`config.mk`:
```
export PLATFORM = sky130hd
export DESIGN_NAME = rv_pipe_top
export DESIGN_NICKNAME = d
export VERILOG_FILES = /design/src/verilog/rv_pipe_pkg.sv /design/src/verilog/decode_stage.sv /design/src/verilog/execute_stage.sv /design/src/verilog/id_exe_reg.sv /design/src/verilog/rv_pipe_top.sv
export SDC_FILE = /design/constraint.sdc
export NUM_CORES = 2
export LEC_CHECK = 0
export BUFFER_PORTS_ARGS = -buffer_cell sky130_fd_sc_hd__buf_2
export CAP_MARGIN = 10
export CORE_MARGIN = 2
export CORE_UTILIZATION = 55
export CTS_CLUSTER_DIAMETER = 60
export DETAILED_ROUTE_END_ITERATION = 8
export PLACE_DENSITY = 0.72
export SYNTH_ARGS = -nofsm -noshare
export SYNTH_HDL_FRONTEND = slang
export SYNTH_SLANG_ARGS = --single-unit
export TNS_END_PERCENT = 1
```
`constraint.sdc`:
```
create_clock -name clk -period 75.8 [get_ports clk]
set_clock_uncertainty 0.15 [all_clocks]
set_input_delay 7.58 -clock clk [delete_from_list [all_inputs] [get_ports clk]]
set_output_delay 7.58 -clock clk [all_outputs]
set_load 0.01 [all_outputs]
```
`src/verilog/rv_pipe_pkg.sv`:
```
package rv_pipe_pkg;

    localparam int xlen = 32;
    localparam int reg_addr_width = 5;

    // rv32i major opcodes handled by this slice.
    typedef enum logic [6:0] {
        op_reg    = 7'b0110011,
        op_imm    = 7'b0010011,
        op_lui    = 7'b0110111,
        op_branch = 7'b1100011,
        op_jal    = 7'b1101111
    } opcode_e;

    typedef enum logic [3:0] {
        alu_add    = 4'd0, // zero so that a bubble decodes as add.
        alu_sub    = 4'd1,
        alu_and    = 4'd2,
        alu_or     = 4'd3,
        alu_xor    = 4'd4,
        alu_slt    = 4'd5,
        alu_sll    = 4'd6,
        alu_srl    = 4'd7,
        alu_pass_b = 4'd8  // operand b goes straight to the result, used by lui.
    } alu_op_e;

    typedef enum logic [1:0] {
        br_none = 2'd0,
        br_eq   = 2'd1,
        br_ne   = 2'd2,
        br_jal  = 2'd3
    } branch_e;

endpackage

```
`src/verilog/decode_stage.sv`:
```
`timescale 1ns/1ps

module decode_stage (
    input  logic                                      clk,
    input  logic                                      reset,
    input  logic                                      instr_valid,
    input  logic [31:0]                               instr,
    input  logic [rv_pipe_pkg::xlen-1:0]              pc,
    input  logic                                      wb_en,
    input  logic [rv_pipe_pkg::reg_addr_width-1:0]    wb_addr,
    input  logic [rv_pipe_pkg::xlen-1:0]              wb_data,
    output logic                                      id_valid,
    output logic [rv_pipe_pkg::xlen-1:0]              id_pc,
    output logic [rv_pipe_pkg::reg_addr_width-1:0]    rs1_addr,
    output logic [rv_pipe_pkg::reg_addr_width-1:0]    rs2_addr,
    output logic [rv_pipe_pkg::reg_addr_width-1:0]    rd_addr,
    output logic [rv_pipe_pkg::xlen-1:0]              rs1_data,
    output logic [rv_pipe_pkg::xlen-1:0]              rs2_data,
    output logic [rv_pipe_pkg::xlen-1:0]              imm,
    output rv_pipe_pkg::alu_op_e                      alu_op,
    output logic                                      alu_src_imm,
    output rv_pipe_pkg::branch_e                      branch_kind,
    output logic                                      reg_write
);

    logic [rv_pipe_pkg::xlen-1:0] regs [32];
    logic [6:0] opcode;
    logic [2:0] funct3;
    logic [6:0] funct7;
    logic       known;

    assign opcode   = instr[6:0];
    assign funct3   = instr[14:12];
    assign funct7   = instr[31:25];
    assign rs1_addr = instr[19:15];
    assign rs2_addr = instr[24:20];
    assign rd_addr  = instr[11:7];
    assign id_pc    = pc;
    assign id_valid = instr_valid && known;

    always_comb begin
        known       = 1'b0;
        alu_op      = rv_pipe_pkg::alu_add;
        alu_src_imm = 1'b0;
        branch_kind = rv_pipe_pkg::br_none;
        reg_write   = 1'b0;
        imm         = '0;
        case (opcode)
            rv_pipe_pkg::op_reg: begin
                known     = 1'b1;
                reg_write = 1'b1;
                case ({funct7, funct3})
                    {7'h00, 3'b000}: alu_op = rv_pipe_pkg::alu_add;
                    {7'h20, 3'b000}: alu_op = rv_pipe_pkg::alu_sub;
                    {7'h00, 3'b111}: alu_op = rv_pipe_pkg::alu_and;
                    {7'h00, 3'b110}: alu_op = rv_pipe_pkg::alu_or;
                    {7'h00, 3'b100}: alu_op = rv_pipe_pkg::alu_xor;
                    {7'h00, 3'b010}: alu_op = rv_pipe_pkg::alu_slt;
                    {7'h00, 3'b001}: alu_op = rv_pipe_pkg::alu_sll;
                    {7'h00, 3'b101}: alu_op = rv_pipe_pkg::alu_srl;
                    default:         known  = 1'b0;
                endcase
            end
            rv_pipe_pkg::op_imm: begin
                known       = 1'b1;
                reg_write   = 1'b1;
                alu_src_imm = 1'b1;
                imm         = {{20{instr[31]}}, instr[31:20]};
                case (funct3)
                    3'b000:  alu_op = rv_pipe_pkg::alu_add;
                    3'b111:  alu_op = rv_pipe_pkg::alu_and;
                    3'b110:  alu_op = rv_pipe_pkg::alu_or;
                    3'b100:  alu_op = rv_pipe_pkg::alu_xor;
                    3'b010:  alu_op = rv_pipe_pkg::alu_slt;
                    default: known  = 1'b0;
                endcase
            end
            rv_pipe_pkg::op_lui: begin
                known       = 1'b1;
                reg_write   = 1'b1;
                alu_src_imm = 1'b1;
                alu_op      = rv_pipe_pkg::alu_pass_b;
                imm         = {instr[31:12], 12'b0};
            end
            rv_pipe_pkg::op_branch: begin
                known  = (funct3 == 3'b000) || (funct3 == 3'b001);
                alu_op = rv_pipe_pkg::alu_sub; // the retire value is rs1 minus rs2.
                imm    = {{19{instr[31]}}, instr[31], instr[7], instr[30:25],
                          instr[11:8], 1'b0};
                branch_kind = funct3[0] ? rv_pipe_pkg::br_ne : rv_pipe_pkg::br_eq;
            end
            rv_pipe_pkg::op_jal: begin
                known       = 1'b1;
                reg_write   = 1'b1;
                branch_kind = rv_pipe_pkg::br_jal;
                imm         = {{11{instr[31]}}, instr[31], instr[19:12], instr[20],
                               instr[30:21], 1'b0};
            end
            default: known = 1'b0;
        endcase
        if (!(instr_valid && known)) begin
            alu_op      = rv_pipe_pkg::alu_add;
            alu_src_imm = 1'b0;
            branch_kind = rv_pipe_pkg::br_none;
            reg_write   = 1'b0;
            imm         = '0;
        end
    end

    always_ff @(posedge clk or posedge reset) begin
        if (reset) begin
            for (int i = 0; i < 32; i++) begin
                regs[i] <= '0;
            end
        end else if (wb_en && wb_addr != '0) begin
            regs[wb_addr] <= wb_data;
        end
    end

    // a write landing this cycle is visible to the read in the same cycle.
    assign rs1_data = (rs1_addr == '0) ? '0 :
                      (wb_en && wb_addr == rs1_addr) ? wb_data : regs[rs1_addr];
    assign rs2_data = (rs2_addr == '0) ? '0 :
                      (wb_en && wb_addr == rs2_addr) ? wb_data : regs[rs2_addr];

endmodule

```
`src/verilog/execute_stage.sv`:
```
`timescale 1ns/1ps

module execute_stage #(
    parameter int count_width = 64
) (
    input  logic                                      clk,
    input  logic                                      reset,
    input  logic                                      ex_valid,
    input  logic [rv_pipe_pkg::xlen-1:0]              ex_pc,
    input  logic [rv_pipe_pkg::reg_addr_width-1:0]    ex_rs1_addr,
    input  logic [rv_pipe_pkg::reg_addr_width-1:0]    ex_rs2_addr,
    input  logic [rv_pipe_pkg::reg_addr_width-1:0]    ex_rd_addr,
    input  logic [rv_pipe_pkg::xlen-1:0]              ex_rs1_data,
    input  logic [rv_pipe_pkg::xlen-1:0]              ex_rs2_data,
    input  logic [rv_pipe_pkg::xlen-1:0]              ex_imm,
    input  rv_pipe_pkg::alu_op_e                      ex_alu_op,
    input  logic                                      ex_alu_src_imm,
    input  rv_pipe_pkg::branch_e                      ex_branch_kind,
    input  logic                                      ex_reg_write,
    output logic                                      flush,
    output logic [rv_pipe_pkg::xlen-1:0]              redirect_pc,
    output logic                                      wb_en,
    output logic [rv_pipe_pkg::reg_addr_width-1:0]    wb_addr,
    output logic [rv_pipe_pkg::xlen-1:0]              wb_data,
    output logic                                      retire_valid,
    output logic [rv_pipe_pkg::xlen-1:0]              retire_pc,
    output logic [rv_pipe_pkg::reg_addr_width-1:0]    retire_rd,
    output logic [rv_pipe_pkg::xlen-1:0]              retire_value,
    output logic                                      retire_reg_write,
    output logic [count_width-1:0]                    cycle_count,
    output logic [count_width-1:0]                    instret_count
);

    logic                         fwd_a;
    logic                         fwd_b;
    logic [rv_pipe_pkg::xlen-1:0] op_a;
    logic [rv_pipe_pkg::xlen-1:0] op_b_reg;
    logic [rv_pipe_pkg::xlen-1:0] op_b;
    logic [rv_pipe_pkg::xlen-1:0] alu_result;
    logic [rv_pipe_pkg::xlen-1:0] result;
    logic                         equal;

    // older results reach EX through the register file and its bypass.
    assign fwd_a = retire_valid && retire_reg_write && retire_rd != '0 &&
                   retire_rd == ex_rs1_addr;
    assign fwd_b = retire_valid && retire_reg_write && retire_rd != '0 &&
                   retire_rd == ex_rs2_addr;

    assign op_a     = fwd_a ? retire_value : ex_rs1_data;
    assign op_b_reg = fwd_b ? retire_value : ex_rs2_data;
    assign op_b     = ex_alu_src_imm ? ex_imm : op_b_reg;

    always_comb begin
        case (ex_alu_op)
            rv_pipe_pkg::alu_add:    alu_result = op_a + op_b;
            rv_pipe_pkg::alu_sub:    alu_result = op_a - op_b;
            rv_pipe_pkg::alu_and:    alu_result = op_a & op_b;
            rv_pipe_pkg::alu_or:     alu_result = op_a | op_b;
            rv_pipe_pkg::alu_xor:    alu_result = op_a ^ op_b;
            rv_pipe_pkg::alu_slt:    alu_result = {{(rv_pipe_pkg::xlen-1){1'b0}},
                                                   $signed(op_a) < $signed(op_b)};
            rv_pipe_pkg::alu_sll:    alu_result = op_a << op_b[4:0];
            rv_pipe_pkg::alu_srl:    alu_result = op_a >> op_b[4:0];
            rv_pipe_pkg::alu_pass_b: alu_result = op_b;
            default:                 alu_result = '0;
        endcase
    end

    assign equal = (op_a == op_b_reg);
    assign flush = ex_valid && ((ex_branch_kind == rv_pipe_pkg::br_jal) ||
                                (ex_branch_kind == rv_pipe_pkg::br_eq && equal) ||
                                (ex_branch_kind == rv_pipe_pkg::br_ne && !equal));
    assign redirect_pc = ex_pc + ex_imm;
    assign result = (ex_branch_kind == rv_pipe_pkg::br_jal) ? ex_pc + 32'd4 : alu_result;

    always_ff @(posedge clk or posedge reset) begin
        if (reset) begin
            retire_valid     <= 1'b0;
            retire_reg_write <= 1'b0;
            cycle_count      <= '0;
            instret_count    <= '0;
        end else begin
            retire_valid     <= ex_valid;
            retire_reg_write <= ex_valid && ex_reg_write && ex_rd_addr != '0; // x0 is never written.
            cycle_count      <= cycle_count + count_width'(1);
            if (ex_valid) begin
                instret_count <= instret_count + count_width'(1);
            end
        end
    end

    always_ff @(posedge clk) begin
        retire_pc    <= ex_pc;
        retire_rd    <= ex_rd_addr;
        retire_value <= result;
    end

    assign wb_en   = retire_valid && retire_reg_write;
    assign wb_addr = retire_rd;
    assign wb_data = retire_value;

endmodule

```
`src/verilog/id_exe_reg.sv`:
```
`timescale 1ns/1ps

module id_exe_reg (
    input  logic                                      clk,
    input  logic                                      reset,
    input  logic                                      flush,
    input  logic                                      id_valid,
    input  logic [rv_pipe_pkg::xlen-1:0]              id_pc,
    input  logic [rv_pipe_pkg::reg_addr_width-1:0]    rs1_addr,
    input  logic [rv_pipe_pkg::reg_addr_width-1:0]    rs2_addr,
    input  logic [rv_pipe_pkg::reg_addr_width-1:0]    rd_addr,
    input  logic [rv_pipe_pkg::xlen-1:0]              rs1_data,
    input  logic [rv_pipe_pkg::xlen-1:0]              rs2_data,
    input  logic [rv_pipe_pkg::xlen-1:0]              imm,
    input  rv_pipe_pkg::alu_op_e                      alu_op,
    input  logic                                      alu_src_imm,
    input  rv_pipe_pkg::branch_e                      branch_kind,
    input  logic                                      reg_write,
    output logic                                      ex_valid,
    output logic [rv_pipe_pkg::xlen-1:0]              ex_pc,
    output logic [rv_pipe_pkg::reg_addr_width-1:0]    ex_rs1_addr,
    output logic [rv_pipe_pkg::reg_addr_width-1:0]    ex_rs2_addr,
    output logic [rv_pipe_pkg::reg_addr_width-1:0]    ex_rd_addr,
    output logic [rv_pipe_pkg::xlen-1:0]              ex_rs1_data,
    output logic [rv_pipe_pkg::xlen-1:0]              ex_rs2_data,
    output logic [rv_pipe_pkg::xlen-1:0]              ex_imm,
    output rv_pipe_pkg::alu_op_e                      ex_alu_op,
    output logic                                      ex_alu_src_imm,
    output rv_pipe_pkg::branch_e                      ex_branch_kind,
    output logic                                      ex_reg_write
);

    logic load;

    assign load = id_valid && !flush; // a squashed or empty slot becomes an all-zero bubble.

    always_ff @(posedge clk or posedge reset) begin
        if (reset) begin
            ex_valid       <= 1'b0;
            ex_pc          <= '0;
            ex_rs1_addr    <= '0;
            ex_rs2_addr    <= '0;
            ex_rd_addr     <= '0;
            ex_rs1_data    <= '0;
            ex_rs2_data    <= '0;
            ex_imm         <= '0;
            ex_alu_op      <= rv_pipe_pkg::alu_add;
            ex_alu_src_imm <= 1'b0;
            ex_branch_kind <= rv_pipe_pkg::br_none;
            ex_reg_write   <= 1'b0;
        end else begin
            ex_valid       <= load;
            ex_pc          <= load ? id_pc : '0;
            ex_rs1_addr    <= load ? rs1_addr : '0;
            ex_rs2_addr    <= load ? rs2_addr : '0;
            ex_rd_addr     <= load ? rd_addr : '0;
            ex_rs1_data    <= load ? rs1_data : '0;
            ex_rs2_data    <= load ? rs2_data : '0;
            ex_imm         <= load ? imm : '0;
            ex_alu_op      <= load ? alu_op : rv_pipe_pkg::alu_add;
            ex_alu_src_imm <= load && alu_src_imm;
            ex_branch_kind <= load ? branch_kind : rv_pipe_pkg::br_none;
            ex_reg_write   <= load && reg_write;
        end
    end

endmodule

```
`src/verilog/rv_pipe_top.sv`:
```
`timescale 1ns/1ps

module rv_pipe_top #(
    parameter int count_width = 64
) (
    input  logic                                      clk,
    input  logic                                      reset,
    input  logic                                      instr_valid,
    input  logic [31:0]                               instr,
    input  logic [rv_pipe_pkg::xlen-1:0]              pc,
    output logic                                      redirect_valid,
    output logic [rv_pipe_pkg::xlen-1:0]              redirect_pc,
    output logic                                      retire_valid,
    output logic [rv_pipe_pkg::xlen-1:0]              retire_pc,
    output logic [rv_pipe_pkg::reg_addr_width-1:0]    retire_rd,
    output logic [rv_pipe_pkg::xlen-1:0]              retire_value,
    output logic                                      retire_reg_write,
    output logic [count_width-1:0]                    cycle_count,
    output logic [count_width-1:0]                    instret_count
);

    logic                                   id_valid, ex_valid;
    logic [rv_pipe_pkg::xlen-1:0]           id_pc, ex_pc;
    logic [rv_pipe_pkg::reg_addr_width-1:0] id_rs1_addr, ex_rs1_addr;
    logic [rv_pipe_pkg::reg_addr_width-1:0] id_rs2_addr, ex_rs2_addr;
    logic [rv_pipe_pkg::reg_addr_width-1:0] id_rd_addr, ex_rd_addr;
    logic [rv_pipe_pkg::xlen-1:0]           id_rs1_data, ex_rs1_data;
    logic [rv_pipe_pkg::xlen-1:0]           id_rs2_data, ex_rs2_data;
    logic [rv_pipe_pkg::xlen-1:0]           id_imm, ex_imm;
    rv_pipe_pkg::alu_op_e                   id_alu_op, ex_alu_op;
    logic                                   id_alu_src_imm, ex_alu_src_imm;
    rv_pipe_pkg::branch_e                   id_branch_kind, ex_branch_kind;
    logic                                   id_reg_write, ex_reg_write;
    logic                                   wb_en;
    logic [rv_pipe_pkg::reg_addr_width-1:0] wb_addr;
    logic [rv_pipe_pkg::xlen-1:0]           wb_data;

    decode_stage u_decode_stage (
        .clk(clk), .reset(reset),
        .instr_valid(instr_valid), .instr(instr), .pc(pc),
        .wb_en(wb_en), .wb_addr(wb_addr), .wb_data(wb_data),
        .id_valid(id_valid), .id_pc(id_pc),
        .rs1_addr(id_rs1_addr), .rs2_addr(id_rs2_addr), .rd_addr(id_rd_addr),
        .rs1_data(id_rs1_data), .rs2_data(id_rs2_data), .imm(id_imm),
        .alu_op(id_alu_op), .alu_src_imm(id_alu_src_imm),
        .branch_kind(id_branch_kind), .reg_write(id_reg_write)
    );

    // the redirect output doubles as the flush into the ID/EX register.
    id_exe_reg u_id_exe_reg (
        .clk(clk), .reset(reset), .flush(redirect_valid),
        .id_valid(id_valid), .id_pc(id_pc),
        .rs1_addr(id_rs1_addr), .rs2_addr(id_rs2_addr), .rd_addr(id_rd_addr),
        .rs1_data(id_rs1_data), .rs2_data(id_rs2_data), .imm(id_imm),
        .alu_op(id_alu_op), .alu_src_imm(id_alu_src_imm),
        .branch_kind(id_branch_kind), .reg_write(id_reg_write),
        .ex_valid(ex_valid), .ex_pc(ex_pc),
        .ex_rs1_addr(ex_rs1_addr), .ex_rs2_addr(ex_rs2_addr), .ex_rd_addr(ex_rd_addr),
        .ex_rs1_data(ex_rs1_data), .ex_rs2_data(ex_rs2_data), .ex_imm(ex_imm),
        .ex_alu_op(ex_alu_op), .ex_alu_src_imm(ex_alu_src_imm),
        .ex_branch_kind(ex_branch_kind), .ex_reg_write(ex_reg_write)
    );

    execute_stage #(.count_width(count_width)) u_execute_stage (
        .clk(clk), .reset(reset),
        .ex_valid(ex_valid), .ex_pc(ex_pc),
        .ex_rs1_addr(ex_rs1_addr), .ex_rs2_addr(ex_rs2_addr), .ex_rd_addr(ex_rd_addr),
        .ex_rs1_data(ex_rs1_data), .ex_rs2_data(ex_rs2_data), .ex_imm(ex_imm),
        .ex_alu_op(ex_alu_op), .ex_alu_src_imm(ex_alu_src_imm),
        .ex_branch_kind(ex_branch_kind), .ex_reg_write(ex_reg_write),
        .flush(redirect_valid), .redirect_pc(redirect_pc),
        .wb_en(wb_en), .wb_addr(wb_addr), .wb_data(wb_data),
        .retire_valid(retire_valid), .retire_pc(retire_pc), .retire_rd(retire_rd),
        .retire_value(retire_value), .retire_reg_write(retire_reg_write),
        .cycle_count(cycle_count), .instret_count(instret_count)
    );

endmodule
```
Word-level counts from Yosys, hierarchy flattened
Index checks and enable logic that the tools add are counted.

storage, ports and cells
  flip-flop bits (word level) = 1375
  word-level logic and storage cells = 179
  input port bits = 67

operators by class
  bitwise gates (word level) = 6
  reductions and logical operators = 33
  mux-type cells = 43
  $lt $le $gt $ge = 5
  equality and inequality tests = 33
  add/sub/neg operators = 6
  shift-type cells = 2

operators with widths
  kind                                                               count
  1024-bit bitwise mux                                               1
  32-bit 2-to-1 mux                                                  18
  32-bit binary-select mux with 5-bit select                         2
  32-bit one-hot mux with 9 select lines                             1
  32-bit demux with 5-bit select                                     1
  64-bit by 1-bit adder with 64-bit output (second input constant)   2
  32-bit one-hot mux with 4 select lines                             1
  32-bit adder                                                       2
  10-bit by 3-bit == test with 1-bit output (second input constant)  4
  32-bit by 3-bit adder with 32-bit output (second input constant)   1
  32-bit bitwise AND                                                 1
  32-bit == test                                                     1
  32-bit < comparator                                                1
  32-bit bitwise OR                                                  1
  32-bit by 5-bit left shift with 32-bit output                      1
  32-bit by 5-bit >> shifter with 32-bit output                      1
  32-bit subtractor                                                  1
  32-bit XOR                                                         1
  3-bit one-hot mux with 7 select lines                              1
  5-bit == test                                                      4
  6-bit greater-or-equal comparator (second input constant)          3
  5-bit NOT with 6-bit output                                        3
  4-bit by 3-bit == test with 1-bit output (second input constant)   4
  1-bit logical AND                                                  16
  other kinds (34)                                                   56

Longest topological paths before layout
  word-level depth = 12
  depth in mapped cells = 24
  depth with buffers taken out = 18

Cells and area by module
Synthesis repeated with hierarchy kept, for this count alone.

second synthesis, totals
  cells, all modules = 6957
  area total of the unflattened synthesis = 82520.4 um2

modules (own cells, without submodules)
  module         sequential area each (um2)  times used  cells an instance  area an instance (um2)
  decode_stage   25624.6                     1           4092               56965.9
  execute_stage  4634.4                      1           2528               20151.8
  id_exe_reg     3803.6                      1           337                5402.7

Worst setup path after synthesis
No wires, ideal clock.

  kind = register -> output
  start point = register u_execute_stage.retire_rd[4] (netlist name)
  end point = output redirect_valid
  setup slack = 64.615 ns
  arrival time = 3.455 ns
  cell stages (with the launch flop) = 14
  data required time = 68.070 ns
  cell sequence = dfxtp_1 > buf_2 > or3_1 > buf_2 > o311a_2 > nand2_1 > buf_4 > buf_6 > mux2i_1 > xnor2_1 > nand4_1 > or3_1 > or4_4 > nand2_1

on the way
  word-level cells in the longest chain between the ends = 9

RTL lines
  what                                                          line                                      RTL
  from (decl)                                                   execute_stage.sv:27                       output logic [rv_pipe_pkg::reg_addr_width-1:0] retire_rd,
  from (signal assigned)                                        execute_stage.sv:94                       retire_rd <= ex_rd_addr;
  5-bit nonzero test                                            execute_stage.sv:44, execute_stage.sv:46
  1-bit logical AND                                             execute_stage.sv:44, execute_stage.sv:46
  1-bit logical AND, on equally long branches                   execute_stage.sv:44, execute_stage.sv:46
  32-bit 2-to-1 mux, on equally long branches                   execute_stage.sv:49, execute_stage.sv:50
  32-bit == test (*)                                            execute_stage.sv:69                       assign equal = (op_a == op_b_reg);
  1-bit logical AND / 1-bit zero test (equally long branches)   execute_stage.sv:71, execute_stage.sv:72
  1-bit logical OR / 1-bit logical AND (equally long branches)  execute_stage.sv:70, execute_stage.sv:72
  1-bit logical OR (*)                                          execute_stage.sv:71                       (ex_branch_kind == rv_pipe_pkg::br_eq && equal) ||
  1-bit logical AND (*)                                         execute_stage.sv:70                       assign flush = ex_valid && ((ex_branch_kind == rv_pipe_pkg::br_jal) ||
  to (decl)                                                     rv_pipe_top.sv:11                         output logic redirect_valid,

Every way passes the cells marked *; elsewhere a longest branch is shown, timed or not.

Worst setup path after layout
Same ends and word-level chain as after synthesis.

==> flow_summary.toml <==
[min_path]
hp-class = "reg -> reg"
hold_path_startpoint = "u_decode_stage.regs[1008]"
min_to = "u_decode_stage.regs[1008]"
hold_depth = 0

[global_routing]
grt_first_pass_wirelength_microns = 420000
grt_util_all_layers = 0.393
first_global_vias = 60200
overflow = 0
antenna_found_initial = 28
grt_max_degree = 165

[drt]
viasPerCell = 7.04
wirelength_microns = 289000
drcViolationCount = 0
antenna_left = 0
wl_per_cell_microns = 33.6
vias = 60700
dr.pass1.iters = 9
first_iter_violations = 7169

[logic_synthesis]
syn_inst = 6534
ys_seq_area_frac = 0.429
async_flop_share = 0.950
netlist_area_sq_um = 79300
syn_area_per_cell_sq_um = 12.1
synthFlopType = "dfrtp_1"
synth_cell_types = 89
synth_edf_count = 0
synth_fp_nets = 6735
synth-seq-cells = 1375
yosys_warnings = 0

[finish]
layout-drive-gt1-share = 0.350
multi_input_area_sq_um = 42700
regArea_sq_um = 34100
area_growth_pct = 11.0
final_area_sq_um = 88100
n_fill_cell = 11100
nets = 6774
final_util = 0.614

[place]
hpwl_microns = 188000
portBuffers = 298
gp_congestion = 1.05
dpl_cell_area_sq_um = 82500

[worst_setup_path]
critPathMaxStageDelay_ns = 0.76
crit_type = "reg -> out"
r2r-start = "u_execute_stage.retire_rd[4]"
endpoint_kind = "output port"
arrival_ns = 6.07
reg2reg_depth = 18
cp_max_fo = 47
crit_slowest_cell = "nor2_1"
cp_cell_sequence = "or3_1 > o311a_1 > nand2_2 > nor2_1 > a211oi_1 > or4_1 > or4_1 > or4_4 > nand2_1 > buf_2"
rr_endpoint = "u_execute_stage.retire_value[0]"
crit_family = "simple AND/OR/NAND/NOR gates"
r2r_slack_ns = 67.62
worstSetupStartpointType = "flop"
required_ns = 68.07
cp_common_cell = "or4_1"
path_buf_inv = 1

[timing]
max-slew-margin-rel = 0.131
fin_hold_ws_ns = 0.245
grt_setup_unrepaired = "no"
finalSetupTns_ns = 0
max_freq_ghz = 0.0725
drv_slew = 0
finalSetupViolCount = 0
period_share = 0.182
layout_min_cycle_time_ns = 13.80
hold_viol_final = 0
worst_pin_slew_ns = 1.29

[clock_tree]
cts_tree = "yes"
clock_latency_ns = 0.82
cts_max_level = 4
cts_hold_buf = 0
clk_path_buf_depth = 3
post_cts_resized = 0
numCtsBuffers = 152
cts_root_buf = "clkbuf_16"
clk_pin_slew_ns = 0.06
post-cts-setup-buffers = 0
cts.sinks = 1375

[power]
powerDensity_nw_per_um2 = 18.2
leakage_nw = 40.3
switching_power_mw = 0.366
p_clk_frac = 0.504
power.internal_mw = 1.24
max-vdd-ir-drop_v = 0.0000193
swShare = 0.228
combinationalPowerShare = 0.038
seqPwrFrac = 0.458

[floorplan]
dieArea_sq_um = 147000
rows = 139
die_h_microns = 384
core-area_sq_um = 143000
die_w_microns = 384
ios = 299
initial_core_util = 0.553

[job]
drv_cap = 0

[outcome]
status = "complete, no violations"
metrics by stage:
step                worst slack, ns  std cells  total power, mW
global route                  61.83       8606             1.65
global placement              63.06       8321            0.809
detailed placement            62.95       8321            0.809
finish                        62.00       8611             1.60
floorplan                     31.26       6534            0.791
CTS                           62.08       8597             1.61
cells by family after synthesis:
family,synth area share
and+or+nand+nor,0.0851
adders and majority gates,0.0214
DFF,0.429
buffers and inverters,0.0355
muxes,0.323
xor gates and xnor gates,0.0282
AOI/OAI and AO/OA,0.0771
cells in the mapped netlist, types with 28 or more instances:
library cell,number,area (sq um)
a21o_1,32,240
xor2_1,87,762
o22ai_1,35,219
buf_1,93,349
xnor2_1,168,1470
nand4_1,60,375
nand3_1,166,831
ha_1,131,1640
buf_2,32,160
a21oi_1,164,821
clkbuf_1,454,1700
mux2_2,892,10000
dfxtp_1,69,1380
a211oi_1,33,248
mux2i_1,116,1160
nand2_1,548,2060
and3_1,47,294
o21ai_0,338,1690
dfrtp_1,1306,32700
nor3_1,150,751
nor4_1,28,175
inv_1,121,454
a22oi_1,40,300
nor2_1,282,1060
mux4_2,641,14400
a221oi_1,43,377
and2_1,53,332
routing by layer:
metal | GRT usage | up-vias | share of wire
met5 | 0 | - | 0.00040
met4 | 0.234 | 12 | 0.070
met3 | 0.0983 | 978 | 0.10
met2 | 0.601 | 3836 | 0.46
met1 | 0.510 | 31300 | 0.37
li1 | - | 24500 | -
how the worst max path moves through the flow:
| stage | from | end | slack, ns | depth (start not counted) |
|---|---|---|---|---|
| after floorplan | reset | u_decode_stage.regs[0] | 31.26 | 1 |
| after global placement | u_execute_stage.retire_rd[4] | redirect_valid | 63.06 | 10 |
| after detailed placement | u_execute_stage.retire_rd[4] | redirect_valid | 62.95 | 10 |
| after CTS | u_execute_stage.retire_rd[4] | redirect_valid | 62.08 | 10 |
| after global routing | u_execute_stage.retire_rd[4] | redirect_valid | 61.83 | 10 |
| final | u_execute_stage.retire_rd[4] | redirect_valid | 62.00 | 10 |
power by group through the flow:
stage | registers (mW) | clock network (mW) | logic, mW
finish | 0.735 | 0.808 | 0.0602
global route | 0.735 | 0.847 | 0.0648
CTS | 0.735 | 0.815 | 0.0610
detailed placement | 0.749 | 0 | 0.0608
global placement | 0.749 | 0 | 0.0606
floorplan | 0.750 | 0 | 0.0410
cell type report:
type | count | share of cell area
Antenna cell | 13 | 0.000369
Clock buffer | 200 | 0.0493
Clock inverter | 76 | 0.0131
Inverter | 130 | 0.00574
Multi-Input combinational cell | 4438 | 0.485
Sequential cell | 1375 | 0.387
Tap cell | 1903 | 0.0270
Timing Repair Buffer | 476 | 0.0329
cell usage in the layout (no fill, tap or decap), types with 60 or more instances in the layout:
cell type / synthesis / routed
mux4_2: 641 / 641
clkbuf_16: 0 / 157
o21ai_0: 338 / 337
buf_2: 32 / 292
nand3_1: 166 / 163
nor2_1: 282 / 265
nor3_1: 150 / 147
mux2i_1: 116 / 116
dfxtp_1: 69 / 69
a21oi_1: 164 / 164
xor2_1: 87 / 87
nand2_1: 548 / 532
ha_1: 131 / 131
mux2_2: 892 / 892
xnor2_1: 168 / 168
buf_4: 6 / 177
inv_1: 121 / 118
nand4_1: 60 / 60
dfrtp_1: 1306 / 1306
flip-flops by register name (all words and copies together), names as in the netlist, 2 cells and up:
name and flops:
u_decode_stage.regs 1024, u_execute_stage.cycle_count 64, u_execute_stage.instret_count 64, u_execute_stage.retire_pc 32
u_execute_stage.retire_rd 5, u_execute_stage.retire_value 32, u_id_exe_reg.ex_alu_op 4, u_id_exe_reg.ex_branch_kind 2
u_id_exe_reg.ex_imm 32, u_id_exe_reg.ex_pc 32, u_id_exe_reg.ex_rd_addr 5, u_id_exe_reg.ex_rs1_addr 5
u_id_exe_reg.ex_rs1_data 32, u_id_exe_reg.ex_rs2_addr 5, u_id_exe_reg.ex_rs2_data 32
Power figures use the tool's default switching activity.
